[config.mk]
export PLATFORM = sky130hd
export DESIGN_NAME = cache_array_flat
export DESIGN_NICKNAME = d
export VERILOG_FILES = /design/src/cache_geom_pkg.sv /design/src/mem_bus_pkg.sv /design/src/cache_if.sv /design/src/cache_array.sv /design/src/flat_wrapper.sv
export SDC_FILE = /design/constraint.sdc
export NUM_CORES = 2
export LEC_CHECK = 0
export BUFFER_PORTS_ARGS = -buffer_cell sky130_fd_sc_hd__buf_2
export CAP_MARGIN = 20
export CELL_PAD_IN_SITES_DETAIL_PLACEMENT = 1
export CELL_PAD_IN_SITES_GLOBAL_PLACEMENT = 1
export CORE_ASPECT_RATIO = 1.1
export CORE_MARGIN = 10
export CORE_UTILIZATION = 35
export CTS_CLUSTER_SIZE = 25
export DETAILED_ROUTE_END_ITERATION = 10
export PLACE_DENSITY_LB_ADDON = 0.1
export SLEW_MARGIN = 20
export SYNTH_ARGS = -nofsm -noshare
export SYNTH_HDL_FRONTEND = slang
export SYNTH_MEMORY_MAX_BITS = 65536
export SYNTH_SLANG_ARGS = --single-unit
export TNS_END_PERCENT = 10
[constraint.sdc]
create_clock -name clk -period 3.4 [get_ports clk]
set_clock_uncertainty 0.2 [all_clocks]
set_input_delay 0.17 -clock clk [delete_from_list [all_inputs] [get_ports clk]]
set_output_delay 0.17 -clock clk [all_outputs]
set_load 0.005 [all_outputs]
[src/cache_geom_pkg.sv]
package cache_geom_pkg;

	localparam int TAG_W   = 8;                           // Tag bits above the index
	localparam int INDEX_W = 6;                           // 64 lines per cache
	localparam int WORD_W  = 2;                           // Four words per line
	localparam int ADDR_W  = TAG_W + INDEX_W + WORD_W;    // 16-bit word address
	localparam int LINES   = 1 << INDEX_W;

	// Lookup view split into the three cache fields
	typedef struct packed {
		logic [TAG_W-1:0]   tag;
		logic [INDEX_W-1:0] index;
		logic [WORD_W-1:0]  word;
	} addr_fields_t;

	// Memory view as line number plus word offset
	typedef struct packed {
		logic [TAG_W+INDEX_W-1:0] line_adr;
		logic [WORD_W-1:0]        word;
	} addr_line_t;

	typedef union packed {
		addr_fields_t f;                                  // Tag, index, word
		addr_line_t   l;                                  // Line address, word
	} cache_addr_u;

endpackage

[src/mem_bus_pkg.sv]
package mem_bus_pkg;

	localparam int WORD_BITS  = 16;                       // Processor word
	localparam int LINE_WORDS = 4;
	localparam int LINE_BITS  = WORD_BITS * LINE_WORDS;   // One bus transfer
	localparam int LINE_ADR_W = 14;                       // Line number on the bus
	localparam int MEM_LINES  = 1 << LINE_ADR_W;

	// Word 0 sits in bits 15:0
	typedef logic [LINE_WORDS-1:0][WORD_BITS-1:0] line_t;

endpackage

[src/cache_if.sv]
interface cache_array_if import cache_geom_pkg::*, mem_bus_pkg::*; ();

	logic                 hit;                            // Valid and tag match
	logic                 dirty;                          // Indexed line needs write-back
	logic [TAG_W-1:0]     victim_tag;                     // Tag now held at the index
	line_t                line;                           // Whole indexed line
	logic [WORD_BITS-1:0] rword;                          // Addressed word of that line
	cache_addr_u          addr;                           // Request address, both views
	logic                 we;                             // Line write strobe
	line_t                wline;
	logic                 wdirty;                         // Dirty bit stored with wline

	modport array (
		input  addr, we, wline, wdirty,
		output hit, dirty, victim_tag, line, rword
	);

	// Controller reads the address that the top level drives
	modport ctrl (
		input  hit, dirty, victim_tag, line, rword, addr,
		output we, wline, wdirty
	);

endinterface


[src/cache_array.sv]
module cache_array import cache_geom_pkg::*, mem_bus_pkg::*; (
	input logic          clk,
	input logic          rst_n,
	cache_array_if.array i_port
);

	logic [TAG_W-1:0]   tag_mem [LINES];                  // Stored tag per line
	line_t              line_mem [LINES];                 // Line data
	logic [LINES-1:0]   valid_q;
	logic [LINES-1:0]   dirty_q;
	logic [INDEX_W-1:0] idx;
	logic [TAG_W-1:0]   req_tag;
	logic [WORD_W-1:0]  req_word;
	logic               tag_eq;

	assign idx      = i_port.addr.f.index;
	assign req_tag  = i_port.addr.f.tag;
	assign req_word = i_port.addr.f.word;

	// Lookup is purely combinational
	assign tag_eq            = (tag_mem[idx] == req_tag);
	assign i_port.hit        = valid_q[idx] & tag_eq;
	assign i_port.dirty      = valid_q[idx] & dirty_q[idx]; // Only a valid line can be dirty
	assign i_port.victim_tag = tag_mem[idx];
	assign i_port.line       = line_mem[idx];
	assign i_port.rword      = line_mem[idx][req_word];     // Word mux

	// Status bits cleared so every line starts invalid
	always_ff @(posedge clk or negedge rst_n) begin
		if (!rst_n) begin
			valid_q <= '0;
			dirty_q <= '0;
		end else if (i_port.we) begin
			valid_q[idx] <= 1'b1;                         // Any write leaves the line valid
			dirty_q[idx] <= i_port.wdirty;                // Fill clears, write hit sets
		end
	end

	// Tag and data store
	always_ff @(posedge clk) begin
		if (i_port.we) begin
			tag_mem[idx]  <= req_tag;                     // Same tag on a hit, new tag on fill
			line_mem[idx] <= i_port.wline;
		end
	end

endmodule

[src/flat_wrapper.sv]
// flat-port wrapper written by rule: the top's interface ports become plain ports
module cache_array_flat import cache_geom_pkg::*, mem_bus_pkg::*;
  (clk, rst_n, i_port_addr, i_port_we, i_port_wline, i_port_wdirty, i_port_hit, i_port_dirty, i_port_victim_tag, i_port_line, i_port_rword);
  cache_array_if i_port_i ();
  input logic clk;
  input logic rst_n;
  input wire logic [$bits(i_port_i.addr)-1:0] i_port_addr;
  input wire logic [$bits(i_port_i.we)-1:0] i_port_we;
  input wire logic [$bits(i_port_i.wline)-1:0] i_port_wline;
  input wire logic [$bits(i_port_i.wdirty)-1:0] i_port_wdirty;
  output wire logic [$bits(i_port_i.hit)-1:0] i_port_hit;
  output wire logic [$bits(i_port_i.dirty)-1:0] i_port_dirty;
  output wire logic [$bits(i_port_i.victim_tag)-1:0] i_port_victim_tag;
  output wire logic [$bits(i_port_i.line)-1:0] i_port_line;
  output wire logic [$bits(i_port_i.rword)-1:0] i_port_rword;
  assign i_port_i.addr = i_port_addr;
  assign i_port_i.we = i_port_we;
  assign i_port_i.wline = i_port_wline;
  assign i_port_i.wdirty = i_port_wdirty;
  assign i_port_hit = i_port_i.hit;
  assign i_port_dirty = i_port_i.dirty;
  assign i_port_victim_tag = i_port_i.victim_tag;
  assign i_port_line = i_port_i.line;
  assign i_port_rword = i_port_i.rword;
  cache_array u_core (.clk(clk), .rst_n(rst_n), .i_port(i_port_i));
endmodule
==> flow_summary.toml <==
[run_status]
status = "finished with violations"
failed_checks = "negative hold slack, negative setup slack"

[synthesis]
synth_top_area_share_pct = 78.0
synthesis.area_per_instance_um2 = 18.8
ys_seq_elements = 4736
synth-edff-count = 4608
synth_seq_area_share_pct = 79.9
postSynth.asyncResetShare_pct = 2.70
synth.lib_cells_used.distinct = 77
synth_area_leader_cell = "edfxtp_1"
syn_area_um2 = 177000
syn-instance-count = 9409
ys.flop_type = "edfxtp_1"
netlist_top_cells_area = "edfxtp_1 78%, a22oi_1 3.8%, a221oi_1 2.2%, mux4_2 2.1%, mux2_2 2.0%"
mappedNetlistNets = 9493
synth.yosys.warnings = 0

[sta]
grt_setup_unrepaired = "yes"
fin_crit_ns = 4.67
fin_crit_sh_pct = 137
whs_ns = -0.00292
layout_setup_ws_ns = -1.27
timing.fmax_mhz = 214
report.final.hold_viol_count = 5
slew_at_the_pin_closest_to_its_max_slew_limit_ns = 1.13
maxSlewHeadroom_pct = 24.7
setup_viol = 81
finalMaxSlewViolations = 0
finalSetupTns_ns = -29.53

[clocking]
clock_tree_from_tritoncts = "built"
cts-buffers-inserted = 525
clock_tree.root_cell = "clkbuf_16"
clock_path_buffers = 4
clkSlewWorstSetupHoldPaths_ns = 0.06
insertion_delay_ns = 1.06
cts_sinks = 4736
htree_num_levels = 6

[die]
dieHeight_um = 766
dieArea_um2 = 535000
core_um2 = 505000
number_of_placement_rows = 274
floorplan.initialDensity_pct = 35.1
num_ports = 174
die_width_um = 699

[worst_setup_path]
timing.critical_path.fanout_max = 4
crit_required_ns = 3.03
timing.reg2reg.setup_slack_ns = 2.37
path_class = "flop to output port"
worst_ep_arrival_time_ns = 4.30
end_kind = "output port"
startpoint_class = "flop"

[layout]
filler_cell_count = 47500
syn2layout_area_growth_pct = 26.5
drive_above_1_share_pct = 30.1
nNetsFinal = 11400

[pwr]
share_seq_of_total_power_pct = 50.0
switching_share_pct = 23.2
powerDensity_nw_per_um2 = 579
clock_power_share_pct = 42.8
peakVddDrop_v = 0.000514
p_leak_nw = 73.4
total_switching_power_mw = 30.2
internal_power_mw = 99.6
power_frac_comb_pct = 7.2

[detailed_routing]
detail_route.vias_per_cell = 6.09
detail_route.iter0.violations = 16000
detailroute.via_count = 113000
wire_per_inst_um = 43.6
antenna_violating_nets_post_route = 0
postRouteWirelength_mm = 805
drt_pre_antenna_iters = 8
route.detailed.drc = 0

[job]
max_cap_violations = 0

[global_routing]
first_global_vias = 112000
grt_overflow_total = 0
track_usage_pct = 28.9
largest_net_degree_at_the_start_of_global_routing = 86
grt_antenna_before_repair = 85
grt_first_pass_wirelength_mm = 1060

[placed_design]
place.port_buffers = 173
finalWeightedCongestion = 0.838
detailed_placement_wirelength_estimate_mm = 529
dp_slack_ns = -1.16

[min_path]
min-delay-path-class = "primary input to flop"
[flip-flops by register name, indices dropped and copies added (netlist names)]
register and count:
u_core.dirty_q 64, u_core.line_mem 4096, u_core.valid_q 64, u_core.tag_mem 512
[critical path, cell delays in order, from the launching register on]
cell and delay, ns:
edfxtp_1 0.36, mux2_4 0.27, a221o_1 0.33, a222oi_1 0.58, o221ai_2 0.33, or3_4 0.57
mux4_2 0.59, buf_6 0.16
[cells in the mapped netlist (10+ instances only)]
library cell / number
o2111ai_1: 10
nor2_1: 260
dfrtp_1: 128
a22o_1: 183
nand4_1: 75
a21oi_1: 238
a31oi_1: 148
nor4_1: 22
o211ai_1: 18
edfxtp_1: 4608
or2_2: 66
nor3_1: 32
o2bb2ai_1: 16
buf_1: 87
a211oi_1: 22
a221o_1: 60
or3_1: 14
buf_2: 286
o22a_1: 11
a22oi_1: 887
mux2i_1: 284
buf_4: 77
mux2_2: 317
o21ai_0: 125
or4_1: 12
buf_6: 22
nand3_1: 58
a221oi_1: 436
o22ai_1: 73
nor2b_1: 12
o221ai_1: 33
mux4_2: 169
a222oi_1: 48
a41oi_1: 54
clkbuf_1: 168
nand2_1: 229
[final timing paths]
kind                            depth (start not counted)                       to                    from
max in group asynchronous                               4       u_core.valid_q[62]                   rst_n
worst min register to register                          1        u_core.valid_q[9]       u_core.valid_q[9]
min in group asynchronous                               4       u_core.valid_q[10]                   rst_n
worst min-delay path                                    2  u_core.line_mem[11][62]        i_port_wline[62]
worst max-delay path                                    7         i_port_rword[12]  u_core.line_mem[0][44]
worst max register to register                          1       u_core.valid_q[28]      u_core.valid_q[28]
[logic make-up after synthesis]
group,Yosys count,synth area share [%]
multiplexers,776,5.80
XOR/XNOR,7,0.0346
buffers and inverters,649,1.83
AND/OR/NAND/NOR,837,2.27
flip-flops,4736,79.9
AO/OA/AOI/OAI,2404,10.2
[per-stage QoR]
stage | hold WS [ns] | total power, mW | cells | util (%) | cell area [um^2]
2_1_floorplan | -0.326 | 69.2 | 9409 | - | 178000
3_3_place_gp | 0.0974 | 74.8 | 17400 | 40.6 | 205000
3_5_place_dp | 0.116 | 74.9 | 17400 | 40.6 | 205000
4_1_cts | 0.0417 | 130 | 18400 | 44.2 | 223000
5_1_grt | 0.00115 | 133 | 18400 | 44.4 | 224000
6_report | -0.00292 | 130 | 18500 | 44.4 | 224000
[cell usage in the layout, fill, tap and decap left out, types with 32 or more instances in the layout]
master / synthesis / final
a21oi_1: 238 / 219
a221o_1: 60 / 60
a221oi_1: 436 / 348
a221oi_2: 0 / 86
a222oi_1: 48 / 48
a22o_1: 183 / 183
a22oi_1: 887 / 880
a31oi_1: 148 / 144
a41oi_1: 54 / 51
buf_12: 0 / 634
buf_2: 286 / 105
buf_4: 77 / 1109
buf_6: 22 / 51
bufinv_16: 0 / 32
clkbuf_1: 168 / 113
clkbuf_16: 0 / 539
clkinv_1: 0 / 121
clkinv_2: 0 / 64
dfrtp_1: 128 / 128
dlygate4sd3_1: 0 / 80
edfxtp_1: 4608 / 4608
mux2_2: 317 / 310
mux2i_1: 284 / 282
mux4_2: 169 / 169
nand2_1: 229 / 188
nand3_1: 58 / 47
nand4_1: 75 / 75
nor2_1: 260 / 185
nor2_4: 0 / 69
o21ai_0: 125 / 114
o22ai_1: 73 / 68
or2_2: 66 / 64
[power groups by stage]
stage	Clock, mW	Combinational [mW]	Sequential, mW
floorplan	0	3.17	66.0
global placement	0	8.67	66.1
detailed placement	0	8.78	66.1
CTS	56.3	9.16	64.9
global route	58.6	9.61	64.9
finish	55.6	9.31	64.9
[area by class of cell]
| type | count | area (um^2) | area share, % |
|---|---|---|---|
| Inverter | 9 | 48.8 | 0.0218 |
| Timing Repair Buffer | 1984 | 23000 | 10.3 |
| Clock buffer | 657 | 14000 | 6.24 |
| Tap cell | 6762 | 8460 | 3.77 |
| Multi-Input combinational cell | 4024 | 34700 | 15.5 |
| Antenna cell | 27 | 67.6 | 0.0301 |
| Clock inverter | 268 | 2320 | 1.03 |
| Sequential cell | 4736 | 142000 | 63.1 |
[layer usage]
layer  global-route usage, %  up-vias  part of all wire, %
met5                       0        -                0.022
met3                    4.20     1284                  7.4
li1                        -    43500                    -
met2                    47.0     5956                   47
met4                    10.1       28                  4.0
met1                    39.8    61800                   41
[timing repair]
action	CTS	global route
endpoints found under the setup margin	89	89
pin swaps	96	38
hold buffers	81	1
buffers inserted	3	2
endpoints found under the hold margin	4907	15
gates resized for setup	248	88
(Power assumes the default switching activity.)
