===== src/cache_geom_pkg.sv =====
package cache_geom_pkg;

	localparam int TAG_W   = 8;                           // Tag bits above the index
	localparam int INDEX_W = 6;                           // 64 lines per cache
	localparam int WORD_W  = 2;                           // Four words per line
	localparam int ADDR_W  = TAG_W + INDEX_W + WORD_W;    // 16-bit word address
	localparam int LINES   = 1 << INDEX_W;

	// Lookup view split into the three cache fields
	typedef struct packed {
		logic [TAG_W-1:0]   tag;
		logic [INDEX_W-1:0] index;
		logic [WORD_W-1:0]  word;
	} addr_fields_t;

	// Memory view as line number plus word offset
	typedef struct packed {
		logic [TAG_W+INDEX_W-1:0] line_adr;
		logic [WORD_W-1:0]        word;
	} addr_line_t;

	typedef union packed {
		addr_fields_t f;                                  // Tag, index, word
		addr_line_t   l;                                  // Line address, word
	} cache_addr_u;

endpackage


===== src/mem_bus_pkg.sv =====
package mem_bus_pkg;

	localparam int WORD_BITS  = 16;                       // Processor word
	localparam int LINE_WORDS = 4;
	localparam int LINE_BITS  = WORD_BITS * LINE_WORDS;   // One bus transfer
	localparam int LINE_ADR_W = 14;                       // Line number on the bus
	localparam int MEM_LINES  = 1 << LINE_ADR_W;

	// Word 0 sits in bits 15:0
	typedef logic [LINE_WORDS-1:0][WORD_BITS-1:0] line_t;

endpackage


===== src/cache_if.sv =====
interface cache_array_if import cache_geom_pkg::*, mem_bus_pkg::*; ();

	logic                 hit;                            // Valid and tag match
	logic                 dirty;                          // Indexed line needs write-back
	logic [TAG_W-1:0]     victim_tag;                     // Tag now held at the index
	line_t                line;                           // Whole indexed line
	logic [WORD_BITS-1:0] rword;                          // Addressed word of that line
	cache_addr_u          addr;                           // Request address, both views
	logic                 we;                             // Line write strobe
	line_t                wline;
	logic                 wdirty;                         // Dirty bit stored with wline

	modport array (
		input  addr, we, wline, wdirty,
		output hit, dirty, victim_tag, line, rword
	);

	// Controller reads the address that the top level drives
	modport ctrl (
		input  hit, dirty, victim_tag, line, rword, addr,
		output we, wline, wdirty
	);

endinterface

interface line_bus_if import mem_bus_pkg::*; ();

	logic                  cyc;
	logic                  stb;
	logic                  we;                            // 1 = line write
	logic [LINE_ADR_W-1:0] adr;                           // Line number
	line_t                 dat_w;
	line_t                 dat_r;
	logic                  ack;                           // One cycle per transfer

	modport master (output cyc, stb, we, adr, dat_w, input  dat_r, ack);
	modport slave  (input  cyc, stb, we, adr, dat_w, output dat_r, ack);

endinterface


===== src/cache_controller.sv =====
module cache_controller import cache_geom_pkg::*, mem_bus_pkg::*; (
	input  logic                 clk,
	input  logic                 rst_n,
	input  logic                 i_i_acc,
	input  logic                 i_d_acc,
	input  logic                 i_d_write,
	input  logic [WORD_BITS-1:0] i_d_wdata,
	cache_array_if.ctrl          i_icache,
	cache_array_if.ctrl          i_dcache,
	line_bus_if.master           i_mem,
	output logic                 o_rdy
);

	localparam logic [1:0] ST_IDLE  = 2'd0;
	localparam logic [1:0] ST_WBACK = 2'd1;               // Victim going out
	localparam logic [1:0] ST_FETCH = 2'd2;               // New line coming in

	logic [1:0]            state_q;
	logic [1:0]            state_d;
	logic                  d_miss;
	logic                  i_miss;
	logic                  fill_now;                      // Line on dat_r is valid this edge
	logic [LINE_ADR_W-1:0] victim_adr;
	logic [LINE_ADR_W-1:0] d_line_adr;
	logic [LINE_ADR_W-1:0] i_line_adr;

	// Replace one word of a line
	function automatic line_t merge_word(input line_t base, input logic [WORD_W-1:0] sel,
			input logic [WORD_BITS-1:0] data);
		line_t res;
		res      = base;
		res[sel] = data;
		return res;
	endfunction

	assign d_miss     = i_d_acc & ~i_dcache.hit;
	assign i_miss     = i_i_acc & ~i_icache.hit;
	assign victim_adr = {i_dcache.victim_tag, i_dcache.addr.f.index}; // Where the dirty line lives
	assign d_line_adr = i_dcache.addr.l.line_adr;
	assign i_line_adr = i_icache.addr.l.line_adr;

	assign i_mem.dat_w     = i_dcache.line;               // Only the data side writes back
	assign i_icache.wline  = i_mem.dat_r;                 // Instruction lines come from memory only
	assign i_icache.wdirty = 1'b0;

	always_ff @(posedge clk or negedge rst_n) begin
		if (!rst_n)
			state_q <= ST_IDLE;
		else
			state_q <= state_d;
	end

	always_comb begin
		state_d         = state_q;
		fill_now        = 1'b0;
		o_rdy           = 1'b0;
		i_mem.cyc       = 1'b0;
		i_mem.stb       = 1'b0;
		i_mem.we        = 1'b0;
		i_mem.adr       = d_line_adr;
		i_icache.we     = 1'b0;
		i_dcache.we     = 1'b0;
		i_dcache.wdirty = 1'b0;
		i_dcache.wline  = i_mem.dat_r;

		case (state_q)
			ST_IDLE: begin
				if (d_miss) begin                         // Data side wins
					i_mem.cyc = 1'b1;
					i_mem.stb = 1'b1;
					if (i_dcache.dirty) begin
						i_mem.we  = 1'b1;
						i_mem.adr = victim_adr;
						state_d   = i_mem.ack ? ST_FETCH : ST_WBACK;
					end else begin
						fill_now = i_mem.ack;             // Back-to-back ack when LATENCY is 1
						state_d  = i_mem.ack ? ST_IDLE : ST_FETCH;
					end
				end else if (i_miss) begin
					i_mem.cyc = 1'b1;
					i_mem.stb = 1'b1;
					i_mem.adr = i_line_adr;
					fill_now  = i_mem.ack;
					state_d   = i_mem.ack ? ST_IDLE : ST_FETCH;
				end else begin
					o_rdy = 1'b1;                         // Every active port hits
					if (i_d_acc && i_d_write) begin
						i_dcache.we     = 1'b1;
						i_dcache.wline  = merge_word(i_dcache.line, i_dcache.addr.f.word,
							i_d_wdata);
						i_dcache.wdirty = 1'b1;
					end
				end
			end
			ST_WBACK: begin
				i_mem.cyc = 1'b1;                         // Hold everything until ack
				i_mem.stb = 1'b1;
				i_mem.we  = 1'b1;
				i_mem.adr = victim_adr;
				if (i_mem.ack)
					state_d = ST_FETCH;
			end
			ST_FETCH: begin
				i_mem.cyc = 1'b1;
				i_mem.stb = 1'b1;
				i_mem.adr = d_miss ? d_line_adr : i_line_adr;
				fill_now  = i_mem.ack;
				if (i_mem.ack)
					state_d = ST_IDLE;                    // Request hits next cycle
			end
			default: state_d = ST_IDLE;
		endcase

		// Data miss still pending means the fill belongs to the data cache
		if (fill_now) begin
			if (d_miss) begin
				i_dcache.we = 1'b1;
				if (i_d_write) begin                      // Write-allocate merge
					i_dcache.wline  = merge_word(i_mem.dat_r, i_dcache.addr.f.word, i_d_wdata);
					i_dcache.wdirty = 1'b1;
				end
			end else begin
				i_icache.we = 1'b1;
			end
		end
	end

endmodule


===== src/flat_wrapper.sv =====
// flat-port wrapper written by rule: the top's interface ports become plain ports
module cache_controller_flat import cache_geom_pkg::*, mem_bus_pkg::*;
  (clk, rst_n, i_i_acc, i_d_acc, i_d_write, i_d_wdata, o_rdy, i_icache_hit, i_icache_dirty, i_icache_victim_tag, i_icache_line, i_icache_rword, i_icache_addr, i_icache_we, i_icache_wline, i_icache_wdirty, i_dcache_hit, i_dcache_dirty, i_dcache_victim_tag, i_dcache_line, i_dcache_rword, i_dcache_addr, i_dcache_we, i_dcache_wline, i_dcache_wdirty, i_mem_cyc, i_mem_stb, i_mem_we, i_mem_adr, i_mem_dat_w, i_mem_dat_r, i_mem_ack);
  cache_array_if i_icache_i ();
  cache_array_if i_dcache_i ();
  line_bus_if i_mem_i ();
  input  logic clk;
  input  logic rst_n;
  input  logic i_i_acc;
  input  logic i_d_acc;
  input  logic i_d_write;
  input  logic [WORD_BITS-1:0] i_d_wdata;
  output logic o_rdy;
  input wire logic [$bits(i_icache_i.hit)-1:0] i_icache_hit;
  input wire logic [$bits(i_icache_i.dirty)-1:0] i_icache_dirty;
  input wire logic [$bits(i_icache_i.victim_tag)-1:0] i_icache_victim_tag;
  input wire logic [$bits(i_icache_i.line)-1:0] i_icache_line;
  input wire logic [$bits(i_icache_i.rword)-1:0] i_icache_rword;
  input wire logic [$bits(i_icache_i.addr)-1:0] i_icache_addr;
  output wire logic [$bits(i_icache_i.we)-1:0] i_icache_we;
  output wire logic [$bits(i_icache_i.wline)-1:0] i_icache_wline;
  output wire logic [$bits(i_icache_i.wdirty)-1:0] i_icache_wdirty;
  input wire logic [$bits(i_dcache_i.hit)-1:0] i_dcache_hit;
  input wire logic [$bits(i_dcache_i.dirty)-1:0] i_dcache_dirty;
  input wire logic [$bits(i_dcache_i.victim_tag)-1:0] i_dcache_victim_tag;
  input wire logic [$bits(i_dcache_i.line)-1:0] i_dcache_line;
  input wire logic [$bits(i_dcache_i.rword)-1:0] i_dcache_rword;
  input wire logic [$bits(i_dcache_i.addr)-1:0] i_dcache_addr;
  output wire logic [$bits(i_dcache_i.we)-1:0] i_dcache_we;
  output wire logic [$bits(i_dcache_i.wline)-1:0] i_dcache_wline;
  output wire logic [$bits(i_dcache_i.wdirty)-1:0] i_dcache_wdirty;
  output wire logic [$bits(i_mem_i.cyc)-1:0] i_mem_cyc;
  output wire logic [$bits(i_mem_i.stb)-1:0] i_mem_stb;
  output wire logic [$bits(i_mem_i.we)-1:0] i_mem_we;
  output wire logic [$bits(i_mem_i.adr)-1:0] i_mem_adr;
  output wire logic [$bits(i_mem_i.dat_w)-1:0] i_mem_dat_w;
  input wire logic [$bits(i_mem_i.dat_r)-1:0] i_mem_dat_r;
  input wire logic [$bits(i_mem_i.ack)-1:0] i_mem_ack;
  assign i_icache_i.hit = i_icache_hit;
  assign i_icache_i.dirty = i_icache_dirty;
  assign i_icache_i.victim_tag = i_icache_victim_tag;
  assign i_icache_i.line = i_icache_line;
  assign i_icache_i.rword = i_icache_rword;
  assign i_icache_i.addr = i_icache_addr;
  assign i_icache_we = i_icache_i.we;
  assign i_icache_wline = i_icache_i.wline;
  assign i_icache_wdirty = i_icache_i.wdirty;
  assign i_dcache_i.hit = i_dcache_hit;
  assign i_dcache_i.dirty = i_dcache_dirty;
  assign i_dcache_i.victim_tag = i_dcache_victim_tag;
  assign i_dcache_i.line = i_dcache_line;
  assign i_dcache_i.rword = i_dcache_rword;
  assign i_dcache_i.addr = i_dcache_addr;
  assign i_dcache_we = i_dcache_i.we;
  assign i_dcache_wline = i_dcache_i.wline;
  assign i_dcache_wdirty = i_dcache_i.wdirty;
  assign i_mem_cyc = i_mem_i.cyc;
  assign i_mem_stb = i_mem_i.stb;
  assign i_mem_we = i_mem_i.we;
  assign i_mem_adr = i_mem_i.adr;
  assign i_mem_dat_w = i_mem_i.dat_w;
  assign i_mem_i.dat_r = i_mem_dat_r;
  assign i_mem_i.ack = i_mem_ack;
  cache_controller u_core (.clk(clk), .rst_n(rst_n), .i_i_acc(i_i_acc), .i_d_acc(i_d_acc), .i_d_write(i_d_write), .i_d_wdata(i_d_wdata), .i_icache(i_icache_i), .i_dcache(i_dcache_i), .i_mem(i_mem_i), .o_rdy(o_rdy));
endmodule

===== config.mk =====
export PLATFORM = sky130hd
export DESIGN_NAME = cache_controller_flat
export DESIGN_NICKNAME = d
export VERILOG_FILES = /design/src/cache_geom_pkg.sv /design/src/mem_bus_pkg.sv /design/src/cache_if.sv /design/src/cache_controller.sv /design/src/flat_wrapper.sv
export SDC_FILE = /design/constraint.sdc
export NUM_CORES = 1
export LEC_CHECK = 0
export BUFFER_PORTS_ARGS = -buffer_cell sky130_fd_sc_hd__buf_2
export CORE_AREA = 8 8 191 193
export CTS_CLUSTER_SIZE = 8
export DETAILED_ROUTE_END_ITERATION = 16
export DIE_AREA = 0 0 199 201
export GPL_TIMING_DRIVEN = 1
export HOLD_SLACK_MARGIN = 0.02
export SETUP_SLACK_MARGIN = 0.1
export SYNTH_ARGS = -nofsm -noshare
export SYNTH_HDL_FRONTEND = slang
export SYNTH_SLANG_ARGS = --single-unit

===== constraint.sdc =====
create_clock -name clk -period 2.99 [get_ports clk]
set_input_delay 0.1495 -clock clk [delete_from_list [all_inputs] [get_ports clk]]
set_output_delay 0.1495 -clock clk [all_outputs]
set_load 0.01 [all_outputs]

==> impl_metrics.ini, run 1 <==
[setup_path]
crit_arrival_ps = 2580
end_kind = output port
path_max_fanout = 16
criticalPathCategory = register to output port
startpoint_type = register
worstPathRequired_ps = 2840

[drt]
first_iter_violations = 200
drc_errors = 0
vias = 3943
firstDrtPassIters = 5
avgRoutedWirePerCell_um = 19.2
wirelength_um = 21000
drtAntennaViolNets = 0
via_per_inst = 3.59

[placed_design]
dpl.cell_count = 1091
dp_slack_ps = 72.4
numPortBuffers = 403
gp_congestion = 0.807
dp_hpwl_um = 19000

[cts]
htree_levels = 1
clock_sinks = 2
cts_tree = built
cts_buffers = 3
root_buffer = clkbuf_16
clkTransAtPathRegs_ps = 30
clk-insertion-delay-late_ps = 220
clockBufferDepth = 2

[floorplan]
initial_utilization = 0.0858
die_w_um = 199
core_um2 = 33300
fp.dieArea_um2 = 40000
dieHeight_um = 201
fp-row-count = 67
io_pins = 512

[logic_synthesis]
synth_cells = 372
yosys_warnings = 0
synthArstFlopShare = 1.00
synthesis.nets = 676
syn_area_um2 = 2860
yosysUniqueCellTypes = 38
ys_seq_area_frac = 0.0175
avgSynthCellArea_um2 = 7.68
synth_edf_count = 0
ys_seq_elements = 2
synth_ff_type = dfrtp_1

[grt]
antenna_found_initial = 2
grt_usage = 0.0922
grt_first_pass_wirelength_um = 27500
grt_pass1_vias = 4041
grt_max_degree = 17
overflow = 0

[sta]
setup_viol_count_final = 0
setup_tns_ps = 0
post-route-period-util = 0.914
skew_ps = 2.42
min_period_ps = 2730
rsz0062_at_grt = no
worst-slew-pin-transition_ps = 644
final-max-slew-violation-count = 0
slew_headroom = 0.569
finalHoldViolCount = 0
finalWorstSetupSlack_ps = 257
fmax_ghz = 0.366

[power]
power.density_nw_per_um2 = 339
ir_drop_mv = 0.540
power.static_leakage_nw = 2.36

[run_status]
status = finished clean

[cells_and_area]
final_cell_mix = 403 x buf_2, 63 x o221a_2, 47 x or2_2, 16 x or3_1, 16 x buf_4
top_register = u_core.state_q
fill_cells = 3868
final_common_cell = buf_2
layout.nets = 955
top_regs = u_core.state_q x2
fin_cells = 1097
area_delta_synth_final_pct = 62.8
antennaDiodeCount = 0
largest_register_ffs = 2
drive_gt1_frac = 0.834

[min_path]
min_path_type = input pin to async pin

[flow_run]
max-cap-violations = 0
## per-layer routing
| metal | vias to the layer above | global-route usage | part of all wire |
|---|---|---|---|
| met5 | - | 0 | 0.00062 |
| met4 | 2 | 0.0180 | 0.018 |
| met1 | 1792 | 0.105 | 0.37 |
| met2 | 309 | 0.171 | 0.49 |
| li1 | 1815 | - | - |
| met3 | 25 | 0.0226 | 0.11 |
## synth_stat cells (all sizes together), types with 2 or more instances
master	number	share of area
or2	49	0.11
a21o	4	0.011
or3	16	0.035
o21ai	15	0.032
and3	4	0.0088
dfrtp	2	0.018
nand2b	2	0.0044
nand4bb	2	0.0079
nor2	4	0.0053
inv	14	0.018
ha	6	0.026
nand2	5	0.0066
o221a	64	0.25
a211oi	2	0.0070
clkbuf	6	0.0079
a21oi	4	0.0070
nor2b	3	0.0066
buf	142	0.36
a22o	8	0.025
a22oi	8	0.021
## what timing repair did
action                                  CTS  global route
endpoints found under the setup margin   64            41
hold endpoints to repair                  2             0
hold buffers                              1             0
setup buffers                             0             2
pin swaps                                 0             1
gates resized for setup                   4             2
## area by class of cell
class | count | area [um^2] | area share
sequential | 2 | 50.0 | 0.0108
clock buffer | 3 | 75.1 | 0.0161
inverter | 14 | 52.6 | 0.0113
timing repair buffer | 422 | 2190 | 0.470
multi-input combinational | 208 | 1730 | 0.371
tap | 448 | 561 | 0.121
## through the flow
step	utilization	hold WS, ps	power (W)	cell area (um^2)
after CTS	0.139	248	0.00161	4620
after detailed placement	0.135	-61.6	0.00139	4510
final	0.140	253	0.00158	4650
after floorplan	-	-146	0.000828	2860
after global placement	0.135	-65.0	0.00138	4510
after global routing	0.140	256	0.00171	4650
## path summary, 6_finish.rpt
kind / from / end / slack [ps] / cells past startpoint
setup / recovery: u_core.state_q[0]$_DFFE_PN0P_ / i_dcache_wline[44] / 260 / 7
hold / removal: rst_n / u_core.state_q[0]$_DFFE_PN0P_ / 250 / 2
setup reg to reg: u_core.state_q[0]$_DFFE_PN0P_ / u_core.state_q[0]$_DFFE_PN0P_ / 1410 / 6
hold reg to reg: u_core.state_q[0]$_DFFE_PN0P_ / u_core.state_q[0]$_DFFE_PN0P_ / 600 / 1
max in group asynchronous: rst_n / u_core.state_q[1]$_DFFE_PN0P_ / 2640 / 2
min in group clk: i_mem_ack / u_core.state_q[1]$_DFFE_PN0P_ / 430 / 3
## report_power, final
group          internal [W]   total, W  leakage [nW]  switching [W]
Combinational      0.000588    0.00133          2.30       0.000745
Clock              0.000170   0.000199        0.0370      0.0000286
Sequential        0.0000366  0.0000447        0.0258     0.00000811
## cells by family (layout without fill, tap and decap cells)
| family | Yosys count | count (layout) | synth area share |
|---|---|---|---|
| buf+inv | 162 | 439 | 0.390 |
| flops | 2 | 2 | 0.0175 |
| compound gates | 110 | 110 | 0.368 |
| mux | 1 | 1 | 0.00350 |
| other cells | 1 | 1 | 0.00131 |
| fa+ha+maj | 6 | 6 | 0.0263 |
| simple gates | 90 | 90 | 0.194 |
## worst max-delay path: stages, from the launching register on
cell     delay, ps
dfrtp_1        390
inv_1          100
ha_1           250
a22o_1         270
and3_2         330
o21ai_4        550
o221a_2        320
buf_2          130
No activity file was read; power rests on OpenSTA's default activity.
==> run 2: changes to the inputs <==
--- a/config.mk
+++ b/config.mk
@@ -12,6 +12,7 @@
 export DIE_AREA = 0 0 199 201
 export GPL_TIMING_DRIVEN = 1
 export HOLD_SLACK_MARGIN = 0.02
+export RECOVER_POWER = 25
 export SETUP_SLACK_MARGIN = 0.1
 export SYNTH_ARGS = -nofsm -noshare
 export SYNTH_HDL_FRONTEND = slang
==> impl_metrics.ini, run 2 (synthesis results as in run 1) <==
[power]
power.static_leakage_nw = 2.21
ir_drop_mv = 0.542
power.density_nw_per_um2 = 342

[cts]
clkTransAtPathRegs_ps = 30
clock_sinks = 2
root_buffer = clkbuf_16
cts_tree = built
htree_levels = 1
clk-insertion-delay-late_ps = 220
clockBufferDepth = 2
cts_buffers = 3

[sta]
holdWs_ps = 259
final-max-slew-violation-count = 0
rsz0062_at_grt = no
finalWorstSetupSlack_ps = 243
slew_headroom = 0.564
fmax_ghz = 0.364
setup_tns_ps = 0
finalHoldViolCount = 0
setup_viol_count_final = 0
worst-slew-pin-transition_ps = 652
post-route-period-util = 0.919
min_period_ps = 2750
skew_ps = 2.42

[drt]
met1_length_um = 7640
via_per_inst = 3.58
vias = 3926
drc_errors = 0
first_iter_violations = 185
highest_layer = met5
avgRoutedWirePerCell_um = 19.2
wl_met3_um = 2650
firstDrtPassIters = 4
wirelength_um = 21100
drtAntennaViolNets = 0
met2_length_um = 10400

[floorplan]
core_um2 = 33300
die_w_um = 199
io_pins = 512
fp.dieArea_um2 = 40000
initial_utilization = 0.0858
dieHeight_um = 201
fp-row-count = 67

[cells_and_area]
final_cell_mix = 350 x buf_2, 63 x o221a_2, 53 x clkbuf_1, 47 x or2_2
antennaDiodeCount = 0
top_register = u_core.state_q
utilization = 0.138
area_delta_synth_final_pct = 60.5
drive_gt1_frac = 0.752
layout.nets = 955
fill_cells = 3895
top_regs = u_core.state_q x2
final_common_cell = buf_2
fin_cells = 1097
largest_register_ffs = 2

[setup_path]
startpoint_type = register
r2r_slack_ps = 1410
crit_chain = inv_1, ha_1, a22o_1, and3_2, o21ai_4, o221a_2, buf_2
end_kind = output port
worstPathRequired_ps = 2840
crit_arrival_ps = 2600
crit_path_max_incr_delay_ps = 560
reg2reg_depth = 6
path_max_fanout = 16
cpMaxStageDelayCell = o21ai_4
criticalPathCategory = register to output port

[grt]
grt_max_degree = 17
antenna_found_initial = 2
grt_usage = 0.0922
grt_pass1_vias = 4041
overflow = 0
grt_first_pass_wirelength_um = 27500

[flow_run]
max-cap-violations = 0

[run_status]
status = finished clean

[placed_design]
numPortBuffers = 403
dpl.cell_count = 1091
dp_slack_ps = 72.4
gp_congestion = 0.807
dp_hpwl_um = 19000

[min_path]
min_path_type = input pin to async pin
[run 2: final timing paths]
check,start,end
min in group clk,i_mem_ack,u_core.state_q[0]$_DFFE_PN0P_
max in group asynchronous,rst_n,u_core.state_q[1]$_DFFE_PN0P_
worst max-delay path,u_core.state_q[0]$_DFFE_PN0P_,i_dcache_wline[44]
worst max register to register,u_core.state_q[0]$_DFFE_PN0P_,u_core.state_q[0]$_DFFE_PN0P_
worst min-delay path,rst_n,u_core.state_q[0]$_DFFE_PN0P_
worst min register to register,u_core.state_q[0]$_DFFE_PN0P_,u_core.state_q[0]$_DFFE_PN0P_
[run 2: critical path: cells and delay by family, from the launching register on]
family                   cells  cell delay (ps)
AO/OA/AOI/OAI                3             1160
flip-flops                   1              390
AND/OR/NAND/NOR              1              330
adder cells (fa/ha/maj)      1              250
buffers and inverters        2              240
[run 2: stage by stage]
| step | area [um^2] | total power (W) |
|---|---|---|
| final | 4580 | 0.00157 |
| after global routing | 4580 | 0.00170 |
| after CTS | 4620 | 0.00161 |
| after detailed placement | 4510 | 0.00139 |
| after global placement | 4510 | 0.00138 |
| after floorplan | 2860 | 0.000828 |
[run 2: cell type report]
class                      count  area [um^2]  area share
timing repair buffer         422         2120       0.463
multi-input combinational    208         1730       0.376
clock buffer                   3         75.1      0.0164
tap                          448          561       0.122
sequential                     2         50.0      0.0109
inverter                      14         52.6      0.0115
[run 2: where the power goes]
part / switching (W) / internal, W
registers: 0.00000817 / 0.0000366
logic: 0.000749 / 0.000578
clock network: 0.0000286 / 0.000170
total: 0.000785 / 0.000784
[run 2: layer usage]
layer  track usage  vias up
li1              -     1812
met5             0        -
met4        0.0180        2
met1         0.105     1782
met3        0.0226       26
met2         0.171      304
[run 2: timing repair]
action | 4_1_cts | 5_1_grt
hold endpoints to repair | 2 | 0
gates resized for setup | 4 | 2
hold buffers | 1 | 0
endpoints found under the setup margin | 64 | 41
setup buffers | 0 | 2
pin swaps | 0 | 1
==> run 3: changes to the inputs <==
--- a/config.mk
+++ b/config.mk
@@ -7,7 +7,7 @@
 export LEC_CHECK = 0
 export BUFFER_PORTS_ARGS = -buffer_cell sky130_fd_sc_hd__buf_2
 export CORE_AREA = 8 8 191 193
-export CTS_CLUSTER_SIZE = 8
+export CTS_CLUSTER_SIZE = 20
 export DETAILED_ROUTE_END_ITERATION = 16
 export DIE_AREA = 0 0 199 201
 export GPL_TIMING_DRIVEN = 1
==> constraint.sdc (replaced) <==
create_clock -name clk -period 2.99 [get_ports clk]
set_input_delay 0.4485 -clock clk [delete_from_list [all_inputs] [get_ports clk]]
set_output_delay 0.4485 -clock clk [all_outputs]
set_load 0.01 [all_outputs]
==> impl_metrics.ini, run 3 (synthesis results as in run 1) <==
[sta]
finalHoldViolCount = 0
setup_viol_count_final = 0
rsz0062_at_grt = yes
final-max-slew-violation-count = 0
slew_headroom = 0.633
post-route-period-util = 0.924
min_period_ps = 2760
fmax_ghz = 0.362
skew_ps = 3.36
worst-slew-pin-transition_ps = 547

[cts]
clockBufferDepth = 2
cts_buffers = 3
cts_tree = built
clock_sinks = 2
htree_levels = 1
root_buffer = clkbuf_16
clkTransAtPathRegs_ps = 30
clk-insertion-delay-late_ps = 220

[floorplan]
io_pins = 512
fp-row-count = 67
die_w_um = 199
fp.dieArea_um2 = 40000
core_um2 = 33300
dieHeight_um = 201
initial_utilization = 0.0858

[drt]
firstDrtPassIters = 4
wirelength_um = 21000
drc_errors = 0
vias = 3971
drtAntennaViolNets = 0
via_per_inst = 3.62
first_iter_violations = 184
avgRoutedWirePerCell_um = 19.1

[placed_design]
placed_area_um2 = 4530
dp_hpwl_um = 19000
numPortBuffers = 403
gp_congestion = 0.804
dpl.cell_count = 1094

[flow_run]
max-cap-violations = 0

[grt]
grt_usage = 0.0932
grt_pass1_vias = 4090
grt_max_degree = 18
grt_first_pass_wirelength_um = 27800
antenna_found_initial = 1
overflow = 0

[setup_path]
reg2reg_depth = 6
crit_chain = inv_1, ha_1, a22o_1, and3_4, a21o_2, o221a_1, buf_2
worstPathRequired_ps = 2540
crit_path_max_incr_delay_ps = 410
criticalPathCategory = register to output port
rr_startpoint = u_core.state_q[0]$_DFFE_PN0P_
r2r_end = u_core.state_q[0]$_DFFE_PN0P_
r2r_slack_ps = 1420
cpMaxStageDelayCell = a21o_2
crit_arrival_ps = 2310
path_max_fanout = 16
startpoint_type = register
path_buf_inv = 2
end_kind = output port
setup.worst_path.start = u_core.state_q[0]$_DFFE_PN0P_
critPathTopFamily = compound AO/OA/AOI/OAI gates

[cells_and_area]
fin_cells = 1098
final_cell_mix = 350 x buf_2, 63 x o221a_2, 53 x clkbuf_1, 47 x or2_2, 17 x buf_4
final_cell_area_um2 = 4570
antennaDiodeCount = 0
top_register = u_core.state_q
area_delta_synth_final_pct = 60.1
top_regs = u_core.state_q x2
layout.nets = 956
largest_register_ffs = 2
final_common_cell = buf_2
drive_gt1_frac = 0.757

[min_path]
min_path_type = input pin to async pin

[power]
power.static_leakage_nw = 2.20
ir_drop_mv = 0.466
power.density_nw_per_um2 = 342

[run_status]
status = finished clean
## run 3: report_power, final
part | internal, W | switching [W] | total [W]
Sequential | 0.0000366 | 0.00000762 | 0.0000442
Clock | 0.000170 | 0.0000312 | 0.000201
Combinational | 0.000576 | 0.000742 | 0.00132
## run 3: per-stage QoR
stage	utilization	power, W	setup WS, ps	TNS [ps]	hold WS, ps
2_1_floorplan	-	0.000828	640	0	153
3_3_place_gp	0.136	0.00138	-49.0	-169	235
3_5_place_dp	0.136	0.00139	-93.6	-830	235
4_1_cts	0.139	0.00160	107	0	547
5_1_grt	0.137	0.00170	86.7	0	573
6_report	0.137	0.00156	227	0	542
## run 3: what timing repair did
action / in CTS / in global routing
pin swaps: 0 / 0
endpoints found under the setup margin: 53 / 64
setup buffers: 0 / 0
hold buffers: 1 / 0
hold endpoints to repair: 2 / 0
resized for setup: 6 / 3
## run 3: cell type report
type                    instances  area (um^2)
fillers                      3869        28700
inverters                      14         52.6
clock buffers                   3         75.1
flip-flops and latches          2         50.0
multi-input cells             208         1720
well taps                     448          561
repair buffers                423         2120
## run 3: layer usage
metal / share of wire / track usage / vias to the layer above
met3: 0.12 / 0.0211 / 28
met5: 0.00062 / 0 / -
met4: 0.016 / 0.0172 / 2
met1: 0.37 / 0.107 / 1831
li1: - / - / 1817
met2: 0.49 / 0.173 / 293
## run 3: worst max-delay path by stage
stage	to	slack, ps	cells past startpoint
global placement	i_dcache_wline[61]	-50	7
global route	i_dcache_wline[8]	90	7
floorplan	i_dcache_wline[53]	640	8
finish	i_dcache_wline[9]	230	7
detailed placement	i_dcache_wline[61]	-90	7
CTS	i_dcache_wline[29]	110	8
